[src/design/mimic_pkg.sv]
// mimic shared types, instruction field positions, opcodes and the load end marker
`default_nettype none

package mimic_pkg;

   localparam int WORD_WIDTH     = 32;
   localparam int BYTE_WIDTH     = 8;
   localparam int REG_ADDR_WIDTH = 5;
   localparam int REG_COUNT      = 32;
   localparam int IMM_WIDTH      = 16;

   typedef logic [WORD_WIDTH-1:0]     word_t;
   typedef logic [BYTE_WIDTH-1:0]     byte_t;
   typedef logic [REG_ADDR_WIDTH-1:0] reg_addr_t;

   // ##################################################
   // Instruction fields
   localparam int OPCODE_MSB = 31;
   localparam int OPCODE_LSB = 26;
   localparam int RS_MSB     = 25;
   localparam int RS_LSB     = 21;
   localparam int RT_MSB     = 20;
   localparam int RT_LSB     = 16;
   localparam int RD_MSB     = 15;
   localparam int RD_LSB     = 11;
   localparam int IMM_MSB    = 15;
   localparam int IMM_LSB    = 0;

   // ##################################################
   // Opcodes
   typedef enum logic [5:0] {
      OP_ADD  = 6'h00,
      OP_SUB  = 6'h01,
      OP_AND  = 6'h02,
      OP_OR   = 6'h03,
      OP_SLT  = 6'h04,
      OP_ADDI = 6'h08,
      OP_LW   = 6'h10,
      OP_SW   = 6'h11,
      OP_BEQ  = 6'h18,
      OP_BNE  = 6'h19,
      OP_JUMP = 6'h1a,
      OP_SEND = 6'h20,
      OP_RECV = 6'h21,
      OP_HALT = 6'h3f
   } opcode_t;

   // Loading stops on this word, it is never stored
   localparam word_t LOAD_END_WORD = '1;

endpackage

`default_nettype wire

[src/design/sequencer.sv]
// Phase FSM, program counter, write-back select and external strobes
`timescale 1ns/1ps
`default_nettype none

module sequencer
   import mimic_pkg::*;
#(
   parameter int IMEM_ADDR_WIDTH = 10
) (
   input  logic                       clk,
   input  logic                       arst_n,
   input  logic                       in_execution,
   input  opcode_t                    opcode,
   input  reg_addr_t                  rt_addr,
   input  reg_addr_t                  rd_addr,
   input  word_t                      imm,
   input  word_t                      alu_result,
   input  word_t                      rt_data,
   input  word_t                      mem_read_data,
   input  logic                       branch_taken,
   input  logic                       rx_waiting,
   input  byte_t                      rx_received_data,
   output logic [IMEM_ADDR_WIDTH-1:0] pc,
   output logic                       decode_load,
   output logic                       reg_write_enable,
   output reg_addr_t                  reg_write_addr,
   output word_t                      reg_write_data,
   output logic                       mem_write_enable,
   output word_t                      mem_addr,
   output word_t                      mem_write_data,
   output logic                       tx_send_enable,
   output byte_t                      tx_send_data,
   output logic                       rx_pop,
   output logic                       halted
);

   typedef enum logic [2:0] {
      PH_IDLE,
      PH_FETCH,
      PH_DECODE,
      PH_EXECUTE,
      PH_WRITEBACK,
      PH_HALT
   } phase_t;

   phase_t                     phase;
   phase_t                     phase_next;
   logic [IMEM_ADDR_WIDTH-1:0] pc_plus_one;
   logic                       rtype;
   byte_t                      rx_byte;

   // ##################################################
   // Phase machine
   always_comb begin
      phase_next = phase;
      case (phase)
         PH_IDLE:      if (in_execution) phase_next = PH_FETCH;
         PH_FETCH:     phase_next = PH_DECODE;
         PH_DECODE:    phase_next = PH_EXECUTE;
         PH_EXECUTE: begin
            if (opcode == OP_HALT) begin
               phase_next = PH_HALT;
            end else if (opcode != OP_RECV || !rx_waiting) begin
               phase_next = PH_WRITEBACK;
            end
         end
         PH_WRITEBACK: phase_next = PH_FETCH;
         default:      phase_next = PH_HALT;
      endcase
   end

   assign pc_plus_one = pc + 1'b1;

   always_ff @(posedge clk or negedge arst_n) begin
      if (!arst_n) begin
         phase <= PH_IDLE;
         pc    <= '0;
      end else begin
         phase <= phase_next;
         if (phase == PH_WRITEBACK) begin
            if (opcode == OP_JUMP) begin
               pc <= imm[IMEM_ADDR_WIDTH-1:0];
            end else if (branch_taken) begin
               pc <= pc_plus_one + imm[IMEM_ADDR_WIDTH-1:0];
            end else begin
               pc <= pc_plus_one;
            end
         end
      end
   end

   always_ff @(posedge clk) begin
      if (rx_pop) begin
         rx_byte <= rx_received_data;
      end
   end

   assign decode_load = (phase == PH_DECODE);
   assign halted      = (phase == PH_HALT);

   // ##################################################
   // External strobes
   assign mem_write_enable = (phase == PH_EXECUTE) && (opcode == OP_SW);
   assign mem_addr         = alu_result;
   assign mem_write_data   = rt_data;
   assign tx_send_enable   = (phase == PH_EXECUTE) && (opcode == OP_SEND);
   assign tx_send_data     = rt_data[BYTE_WIDTH-1:0];
   assign rx_pop           = (phase == PH_EXECUTE) && (opcode == OP_RECV) && !rx_waiting;

   // ##################################################
   // Write-back
   assign rtype = (opcode == OP_ADD) || (opcode == OP_SUB) || (opcode == OP_AND) ||
                  (opcode == OP_OR) || (opcode == OP_SLT);

   assign reg_write_enable = (phase == PH_WRITEBACK) &&
                             (rtype || opcode == OP_ADDI || opcode == OP_LW ||
                              opcode == OP_RECV);
   assign reg_write_addr   = rtype ? rd_addr : rt_addr;

   always_comb begin
      case (opcode)
         OP_LW:   reg_write_data = mem_read_data;
         OP_RECV: reg_write_data = {{(WORD_WIDTH-BYTE_WIDTH){1'b0}}, rx_byte};
         default: reg_write_data = alu_result;
      endcase
   end

endmodule

`default_nettype wire

[config.mk]
export PLATFORM = sky130hd
export DESIGN_NAME = sequencer
export DESIGN_NICKNAME = d
export VERILOG_FILES = /design/src/design/mimic_pkg.sv /design/src/design/sequencer.sv
export SDC_FILE = /design/constraint.sdc
export NUM_CORES = 1
export LEC_CHECK = 0
export BUFFER_PORTS_ARGS = -buffer_cell sky130_fd_sc_hd__buf_4
export CAP_MARGIN = 20
export CORE_AREA = 2 2 109 111
export CTS_CLUSTER_DIAMETER = 40
export DETAILED_ROUTE_END_ITERATION = 8
export DIE_AREA = 0 0 111 113
export PLACE_DENSITY = 0.7
export REMOVE_ABC_BUFFERS = 1
export SYNTH_ARGS = -nofsm -noshare
export SYNTH_HDL_FRONTEND = slang
export SYNTH_SLANG_ARGS = --single-unit
export TNS_END_PERCENT = 1
[constraint.sdc]
create_clock -name clk -period 5.4 [get_ports clk]
set_input_delay 0.81 -clock clk [delete_from_list [all_inputs] [get_ports clk]]
set_output_delay 0.81 -clock clk [all_outputs]
set_load 0.03 [all_outputs]
==> impl_metrics.tcl, run 1 <==
set metrics [dict create \
    slew-limit-headroom 0.5972 \
    boundaryPins 282 \
    h-tree-depth 1 \
    post_route_antenna_net_violation_count 0 \
    overflow_left_after_global_routing 0 \
    synth-compound-area-share 0.2269 \
    p_comb_frac 0.451 \
    setup.reg_to_reg.worst_slack_ps 2370 \
    avgViaCountPerCell 5.048 \
    vias 2973 \
    timing.critical_path.to "reg_write_data[28]" \
    post_synth_xor_area_fraction 0.04510 \
    total_leakage_power_nw 1.866 \
    yosys.area.top_type_share 0.1988 \
    pwr_density_cell_nw_per_um2 156.9 \
    crit_chain "buf_4 -> nand2b_1 -> or3_1 -> nor3_4 -> buf_4 -> nor2_2 -> buf_8 -> a22o_1 -> buf_4" \
    postCtsResizedCells 0 \
    crit_path_leading_delay_family "simple AND/OR/NAND/NOR gates" \
    core-area_um2 11270 \
    cp_num_buf_inv 4 \
    post_cts_buffers 0 \
    synth_adder_area_share 0.05338 \
    cts_tree "built" \
    worst_hold_slack_ps 389.3 \
    synth.mux.area_fraction 0.03175 \
    die_w_um 111 \
    cts_buffers 3 \
    internal-power_w 0.0003911 \
    grt_pass1_wl_um 16710 \
    postSynthCellCount 339 \
    synthSimpleGateAreaFrac 0.2002 \
    holdBufCountCts 0 \
    syn_to_final_growth_pct 40.91 \
    grt_start_max_net_pins 34 \
    worstReg2RegEnd "pc[9]" \
    setup_viol_count_final 0 \
    most_common_library_cell_in_the_layout_ignoring_fill_and_taps "sky130_fd_sc_hd__buf_4" \
    run_status "completed" \
    grt_setup_unrepaired "no" \
    ff2ff_path_depth 11 \
    worst_clock_skew_ps 5.170 \
    timing_worst_slew_pin_value_ps 603.6 \
    diodes 0 \
    clock_latency_ps 260 \
    edff_count_synth 8 \
    max-clock-path-buffers 2 \
    design.final.nets 615 \
    power.share.switching 0.3492 \
    setup_total_negative_slack_ps 0 \
    drv_slew 0 \
    worst-path-max-fanout 33 \
    wirelength_um 11410 \
    gpl_congestion 0.9232 \
    detail_route.wirelength.met1_um 3937 \
    end_kind "output port" \
    drt_iter0_drc 161 \
    critPathSlowestCell "sky130_fd_sc_hd__or3_1" \
    worst_slack_ps 1798 \
    min_period_over_period 0.6670 \
    finalHoldViolCount 0 \
    highest-signal-layer "met5" \
    cts_root_buf "sky130_fd_sc_hd__clkbuf_16" \
    vdd_drop_max_mv 0.08545 \
    fraction_of_layout_cells_with_a_size_suffix_above_1 0.4776 \
    crit_path_frequent_cell "sky130_fd_sc_hd__buf_4" \
    grt_pass1_vias 2890 \
    first_pass_iters 4 \
    synthFlopType "sky130_fd_sc_hd__dfrtp_1" \
    dieHeight_um 113 \
    design.die.area_um2 12540 \
    initial_core_util 0.2412 \
    p_clk_frac 0.272 \
    critical_path_depth 9 \
    fmax_ghz 0.2776 \
    cp-start-kind "input port" \
    synth_seq_area_share 0.2080 \
    clock-sinks 21 \
    max_stage_delay_ps 380 \
    synth.lib_cells_used.distinct 54 \
    io_buffer_count 187 \
    worst_setup_path_startpoint "opcode[5]" \
    worstReg2RegStart "pc[4]" \
    drc 0 \
    post-layout-total-power_w 0.0006010 \
    post-route-min-period_ps 3602 \
    top_post_synthesis_cells_by_area "sky130_fd_sc_hd__buf_4 (20%), sky130_fd_sc_hd__dfrtp_1 (12%), sky130_fd_sc_hd__edfxtp_1 (8.8%)" \
    combinational_family_with_the_most_area_after_synthesis "buffers and inverters" \
    worst-endpoint-arrival_ps 2790 \
    route.met2.wl_um 5745 \
    dpl-instance-area_um2 3745 \
    routed-wl-met3_um 1508 \
    yosys_warnings 0 \
    worst_setup_hold_path_clk_slew_ps 60 \
    final_cell_mix "sky130_fd_sc_hd__buf_4 (190), sky130_fd_sc_hd__nand2_1 (33), sky130_fd_sc_hd__a22o_1 (24), sky130_fd_sc_hd__nor2_1 (22), sky130_fd_sc_hd__dfrtp_1 (13)" \
    synth.ff_latch_count 21 \
    timing.hold.worst.class "input port to asynchronous set/reset pin" \
    wl_per_cell_um 19.38 \
    rows 39 \
    dp_worst_setup_slack_ps 1816 \
    cp_data_required_time_ps 4590 \
    yosysTopAreaCell "sky130_fd_sc_hd__buf_4" \
    worst-setup-path-type "input port to output port" \
    final_cell_area_um2 3831 \
    dpl.hpwl_um 9512 \
    mapped_area_um2 2719 \
    number_of_maximum_capacitance_violations 0 \
    asyncSetResetFlopFracSynth 0.6190 \
    grt_use_total 0.1710 \
    netSwitchingPower_w 0.0002099 \
    antenna_found_initial 0 \
    seq_power_share 0.278 \
    syn_avg_cell_area_um2 8.020 \
]
## synth_stat cells (all sizes together), types with 6 or more instances
library cell	number
a21oi	10
a22o	24
a22oi	8
buf	81
clkbuf	8
dfrtp	13
edfxtp	8
ha	10
inv	6
nand2	33
nor2	25
nor3	9
o211ai	6
o21ai	11
xnor2	8
xor2	6
## cells by family after synthesis
| family | Yosys count |
|---|---|
| simple gates | 106 |
| xor+xnor | 14 |
| buf+inv | 95 |
| mux | 8 |
| flops | 21 |
| fa+ha+maj | 11 |
| compound gates | 84 |
## layer usage
metal  GRT usage  vias up
met5     0.02353        -
met4     0.04250        2
met3     0.09052       10
met2      0.3047      194
met1      0.1760     1396
li1            -     1371
## flip-flops by register name, indices dropped and copies added (netlist names)
signal and cells:
rx_byte 8, phase 3, pc 10
## cell type report
type | instances | area (µm²)
Sequential cell | 21 | 565.5
Fill cell | 1172 | 7441
Inverter | 6 | 22.52
Timing Repair Buffer | 192 | 1449
Tap cell | 143 | 178.9
Multi-Input combinational cell | 223 | 1536
Clock buffer | 4 | 78.83
## per-stage QoR
step | utilization | std cells
floorplan | - | 250
global placement | 0.3309 | 583
detailed placement | 0.3322 | 584
CTS | 0.3392 | 588
global route | 0.3399 | 589
finish | 0.3399 | 589
## power by group through the flow
stage / registers (W) / clock network [W] / logic (W)
6_report: 0.000167 / 0.000163 / 0.000271
5_1_grt: 0.000167 / 0.000173 / 0.000288
4_1_cts: 0.000167 / 0.000165 / 0.000272
3_5_place_dp: 0.000170 / 0 / 0.000271
3_3_place_gp: 0.000170 / 0 / 0.000267
2_1_floorplan: 0.000171 / 0 / 0.000106
## worst min-delay path by stage
stage	endpoint	slack, ps	cells past startpoint
after global placement	phase[1]	530	1
final	pc[0]	390	1
after CTS	pc[0]	400	1
after global routing	pc[0]	400	1
after detailed placement	phase[1]	560	1
after floorplan	phase[1]	500	1
No activity file was read; power rests on OpenSTA's default activity.
==> run 2, diff against run 1 <==
==> constraint.sdc (replaced) <==
create_clock -name clk -period 3.55 [get_ports clk]
set_input_delay 0.5325 -clock clk [delete_from_list [all_inputs] [get_ports clk]]
set_output_delay 0.5325 -clock clk [all_outputs]
set_load 0.03 [all_outputs]
==> run 2 against run 1 <==
Effect of this change: clock power rose by 48%; combinational power rose by 51%; cell count did not move; count of clock-buffer cells in the layout did not move; core utilization fell by 0.067 points; via count fell by 1.5%; register-to-register slack got worse by 1800 ps; sequential power rose by 52%; critical endpoint is now pc[9].
==> impl_metrics.tcl, run 2 (same netlist as run 1, synthesis figures left out) <==
set metrics [dict create \
    run_status "completed" \
    timing.hold.worst.class "input port to asynchronous set/reset pin" \
    vdd_drop_max_mv 0.1726 \
    postCtsResizedCells 0 \
    design.final.nets 615 \
    post-route-min-period_ps 2952 \
    core-area_um2 11270 \
    post_route_antenna_net_violation_count 0 \
    h-tree-depth 1 \
    dp_worst_setup_slack_ps 659.4 \
    fmax_ghz 0.3387 \
    antenna_found_initial 0 \
    grt_pass1_vias 2857 \
    diodes 0 \
    final_cell_mix "sky130_fd_sc_hd__buf_4 (192), sky130_fd_sc_hd__nand2_1 (33), sky130_fd_sc_hd__a22o_1 (24), sky130_fd_sc_hd__nor2_1 (22), sky130_fd_sc_hd__dfrtp_1 (13)" \
    boundaryPins 282 \
    clock-sinks 21 \
    worst-setup-path-type "register to register" \
    cp_data_required_time_ps 3690 \
    max-clock-path-buffers 2 \
    avgViaCountPerCell 4.969 \
    dieHeight_um 113 \
    placed_cells 585 \
    cts_tree "built" \
    die_w_um 111 \
    grt_use_total 0.1643 \
    finalHoldViolCount 0 \
    cts_buffers 3 \
    drv_slew 0 \
    crit_path_frequent_cell "sky130_fd_sc_hd__ha_1" \
    max_stage_delay_ps 420 \
    crit_chain "ha_1 -> and3_1 -> nand3_1 -> xnor2_1 -> ha_1 -> a211oi_1 -> or3_1 -> o2111ai_1 -> or2_2 -> o211ai_1 -> nor2_2" \
    setup_viol_count_final 0 \
    slew-limit-headroom 0.6414 \
    dpl-instance-area_um2 3745 \
    first_pass_iters 4 \
    holdBufCountCts 0 \
    grt_pass1_wl_um 16070 \
    syn_to_final_growth_pct 40.64 \
    number_of_fill_cells 1184 \
    grt_setup_unrepaired "no" \
    most_common_library_cell_in_the_layout_ignoring_fill_and_taps "sky130_fd_sc_hd__buf_4" \
    cts_root_buf "sky130_fd_sc_hd__clkbuf_16" \
    final_cell_area_um2 3824 \
    rows 39 \
    dpl.hpwl_um 9416 \
    gpl_congestion 0.9060 \
    end_kind "register" \
    clock_latency_ps 250 \
    cp-start-kind "register" \
    worst-endpoint-arrival_ps 3090 \
    cp_num_buf_inv 0 \
    biggestRegsByFlops "pc (10), rx_byte (8), phase (3)" \
    design.die.area_um2 12540 \
    worst_setup_hold_path_clk_slew_ps 60 \
    drt_iter0_drc 107 \
    number_of_maximum_capacitance_violations 0 \
    worst_slack_ps 597.6 \
    pwr_density_cell_nw_per_um2 236.7 \
    worst-path-max-fanout 5 \
    largest_reg_by_ff_count "pc" \
    worst_clock_skew_ps 5.116 \
    utilization 0.3392 \
    overflow_left_after_global_routing 0 \
    initial_core_util 0.2412 \
    min_period_over_period 0.8317 \
    critPathSlowestCell "sky130_fd_sc_hd__dfrtp_1" \
    crit_path_leading_delay_family "simple AND/OR/NAND/NOR gates" \
    total_leakage_power_nw 1.863 \
    flip_flop_count_of_the_largest_register_after_layout 10 \
    timing_worst_slew_pin_value_ps 538.0 \
    fraction_of_layout_cells_with_a_size_suffix_above_1 0.4776 \
    post_cts_buffers 0 \
    wirelength_um 11150 \
    grt_start_max_net_pins 33 \
    finalNonFillerCells 589 \
    drc 0 \
    io_buffer_count 187 \
    wl_per_cell_um 18.93 \
    worst_hold_slack_ps 117.7 \
    vias 2927 \
]
## run 2: final timing paths
check | from | to | slack, ps | cells after the start
worst max-delay path | pc[0] | pc[9] | 600 | 11
worst min-delay path | arst_n | pc[0] | 120 | 1
worst max register to register | pc[0] | pc[9] | 600 | 11
worst min register to register | phase[2] | phase[1] | 560 | 1
max in group asynchronous | arst_n | phase[0] | 3260 | 1
min in group clk | rx_received_data[4] | rx_byte[4] | 450 | 1
## run 2: layer usage
metal	up-vias	routed length (µm)	part of all wire	track usage
met3	10	1256	0.11	0.07338
met4	2	189	0.017	0.03583
met5	-	44	0.0039	0.03922
met1	1349	4014	0.36	0.1737
li1	1378	-	-	-
met2	188	5646	0.51	0.2982
## run 2: final cells by class
class                   instances  area, µm²  share of cell area
repair buffers                192       1441              0.3770
multi-input cells             223       1536              0.4018
well taps                     143      178.9             0.04679
clock buffers                   4      78.83             0.02062
flip-flops and latches         21      565.5              0.1479
inverters                       6      22.52            0.005890
## run 2: power by group
| part | leakage, nW | total [W] | switching (W) | internal [W] |
|---|---|---|---|---|
| combinational | 1.61 | 0.000410 | 0.000222 | 0.000189 |
| clock | 0.0382 | 0.000241 | 0.0000879 | 0.000153 |
| sequential | 0.216 | 0.000254 | 0.00000114 | 0.000253 |
| total | 1.86 | 0.000905 | 0.000311 | 0.000594 |
## run 2: stage by stage
step                      total power, W  TNS (ps)
after CTS                      0.0009150         0
final                          0.0009050         0
after global routing           0.0009473         0
after global placement         0.0006658         0
after floorplan                0.0004212     -2719
after detailed placement       0.0006701         0
==> run 3, diff against run 2 <==
==> constraint.sdc (replaced) <==
create_clock -name clk -period 3.05 [get_ports clk]
set_input_delay 0.4575 -clock clk [delete_from_list [all_inputs] [get_ports clk]]
set_output_delay 0.4575 -clock clk [all_outputs]
set_load 0.03 [all_outputs]
==> run 3 against run 2 <==
Effect of this change: clock power increased by 18%; die area unchanged; combinational power increased by 18%; first-iteration DRC count increased by 25%; critical path type unchanged; largest power group unchanged; highest routed layer unchanged.
==> impl_metrics.tcl, run 3 (same netlist as run 1, synthesis figures left out) <==
set metrics [dict create \
    worstReg2RegEnd "pc[9]" \
    cts_tree "built" \
    diodes 0 \
    min_period_over_period 0.9449 \
    biggestRegsByFlops "pc (10), rx_byte (8), phase (3)" \
    end_kind "register" \
    dp_worst_setup_slack_ps 128.1 \
    timing.hold.worst.class "input port to asynchronous set/reset pin" \
    flip_flop_count_of_the_largest_register_after_layout 10 \
    total_leakage_power_nw 1.887 \
    first_pass_iters 4 \
    fmax_ghz 0.3470 \
    cp-start-kind "register" \
    dpl.hpwl_um 9456 \
    worstReg2RegStart "pc[1]" \
    post_route_antenna_net_violation_count 0 \
    overflow_left_after_global_routing 0 \
    h-tree-depth 1 \
    final_cell_area_um2 3879 \
    clock-sinks 21 \
    design.final.nets 619 \
    worst_slack_ps 168.1 \
    multi_input_area_um2 1560 \
    post-layout-total-power_w 0.001066 \
    cts_buffers 3 \
    fraction_of_layout_cells_with_a_size_suffix_above_1 0.4956 \
    gpl_congestion 0.9346 \
    number_of_fill_cells 1156 \
    die_w_um 111 \
    setup_total_negative_slack_ps 0 \
    most_common_library_cell_in_the_layout_ignoring_fill_and_taps "sky130_fd_sc_hd__buf_4" \
    largest_reg_by_ff_count "pc" \
    setup_viol_count_final 0 \
    ff2ff_path_depth 12 \
    cts_root_buf "sky130_fd_sc_hd__clkbuf_16" \
    vias 2976 \
    slew-limit-headroom 0.5993 \
    grt_pass1_vias 2830 \
    number_of_maximum_capacitance_violations 0 \
    pwr_density_cell_nw_per_um2 274.7 \
    worst-endpoint-arrival_ps 3070 \
    drv_slew 0 \
    avgViaCountPerCell 5.019 \
    wirelength_um 11330 \
    io_buffer_count 187 \
    final_cell_mix "sky130_fd_sc_hd__buf_4 (196), sky130_fd_sc_hd__nand2_1 (33), sky130_fd_sc_hd__a22o_1 (24), sky130_fd_sc_hd__nor2_1 (22), sky130_fd_sc_hd__dfrtp_1 (12)" \
    max-clock-path-buffers 2 \
    cp_data_required_time_ps 3240 \
    worst-setup-path-type "register to register" \
    setup.reg_to_reg.worst_slack_ps 170 \
    run_status "completed" \
    syn_to_final_growth_pct 42.66 \
    clock_latency_ps 260 \
    finalHoldViolCount 0 \
    dpl-instance-area_um2 3767 \
    register_area_um2 566.8 \
    vdd_drop_max_mv 0.1620 \
    antenna_found_initial 0 \
    timing_worst_slew_pin_value_ps 593.3 \
    drt_iter0_drc 134 \
    dieHeight_um 113 \
    worst_clock_skew_ps 6.048 \
    worst_setup_hold_path_clk_slew_ps 60 \
    post-route-min-period_ps 2882 \
    initial_core_util 0.2412 \
    wl_per_cell_um 19.10 \
    boundaryPins 282 \
    rows 39 \
    grt_use_total 0.1683 \
    grt_pass1_wl_um 16450 \
    design.die.area_um2 12540 \
    core-area_um2 11270 \
    worst-path-max-fanout 5 \
    drc 0 \
    grt_start_max_net_pins 33 \
]
==> run 3: critical path: stages (launching register included) <==
cell and delay [ps]:
sky130_fd_sc_hd__dfrtp_1 420, sky130_fd_sc_hd__ha_2 220, sky130_fd_sc_hd__and3_1 230, sky130_fd_sc_hd__and4_1 250, sky130_fd_sc_hd__nand2_1 70, sky130_fd_sc_hd__xnor2_1 140, sky130_fd_sc_hd__ha_1 340, sky130_fd_sc_hd__o21ai_1 120
sky130_fd_sc_hd__o2111ai_1 240, sky130_fd_sc_hd__mux2i_2 120, sky130_fd_sc_hd__or2_2 320, sky130_fd_sc_hd__a211o_1 270, sky130_fd_sc_hd__nor2_2 70
==> run 3: layout make-up <==
class / instances / area share
clock buffers: 4 / 0.02032
inverters: 6 / 0.005806
multi-input cells: 223 / 0.4023
flip-flops and latches: 21 / 0.1461
well taps: 143 / 0.04613
repair buffers: 196 / 0.3794
==> run 3: stage by stage <==
stage / std cells / util / hold WS [ps]
global placement: 588 / 0.3342 / 318.6
finish: 593 / 0.3441 / 39.89
detailed placement: 588 / 0.3342 / 318.5
CTS: 592 / 0.3412 / 41.36
global route: 593 / 0.3441 / 49.95
floorplan: 250 / - / 161.9
==> run 3: worst max-delay path by stage <==
stage | start | slack (ps) | to | depth (start not counted)
5_1_grt | pc[1] | -7 | pc[9] | 12
3_5_place_dp | pc[0] | 130 | pc[9] | 12
2_1_floorplan | opcode[5] | -450 | reg_write_data[10] | 5
3_3_place_gp | pc[0] | 230 | pc[9] | 12
4_1_cts | pc[0] | 90 | pc[9] | 12
6_report | pc[1] | 170 | pc[9] | 12
==> run 3: what timing repair did <==
| action | in CTS | in global routing |
|---|---|---|
| gates resized for setup | 0 | 7 |
| setup endpoints to repair | 0 | 1 |
| hold buffers | 0 | 0 |
| buffers inserted | 0 | 1 |
==> run 3: report_power, final <==
group,switching [W],internal (W),leakage [nW]
clock,0.000106,0.000178,0.0382
sequential,0.00000136,0.000294,0.215
combinational,0.000261,0.000224,1.63
total,0.000369,0.000697,1.89
==> run 3: layer usage <==
| metal | wire, µm | vias to the layer above | track usage | share of wire |
|---|---|---|---|---|
| met3 | 1492 | 12 | 0.09266 | 0.13 |
| met1 | 3906 | 1378 | 0.1729 | 0.34 |
| met5 | 44 | - | 0.02353 | 0.0039 |
| li1 | - | 1393 | - | - |
| met4 | 233 | 2 | 0.04833 | 0.021 |
| met2 | 5650 | 191 | 0.2945 | 0.50 |
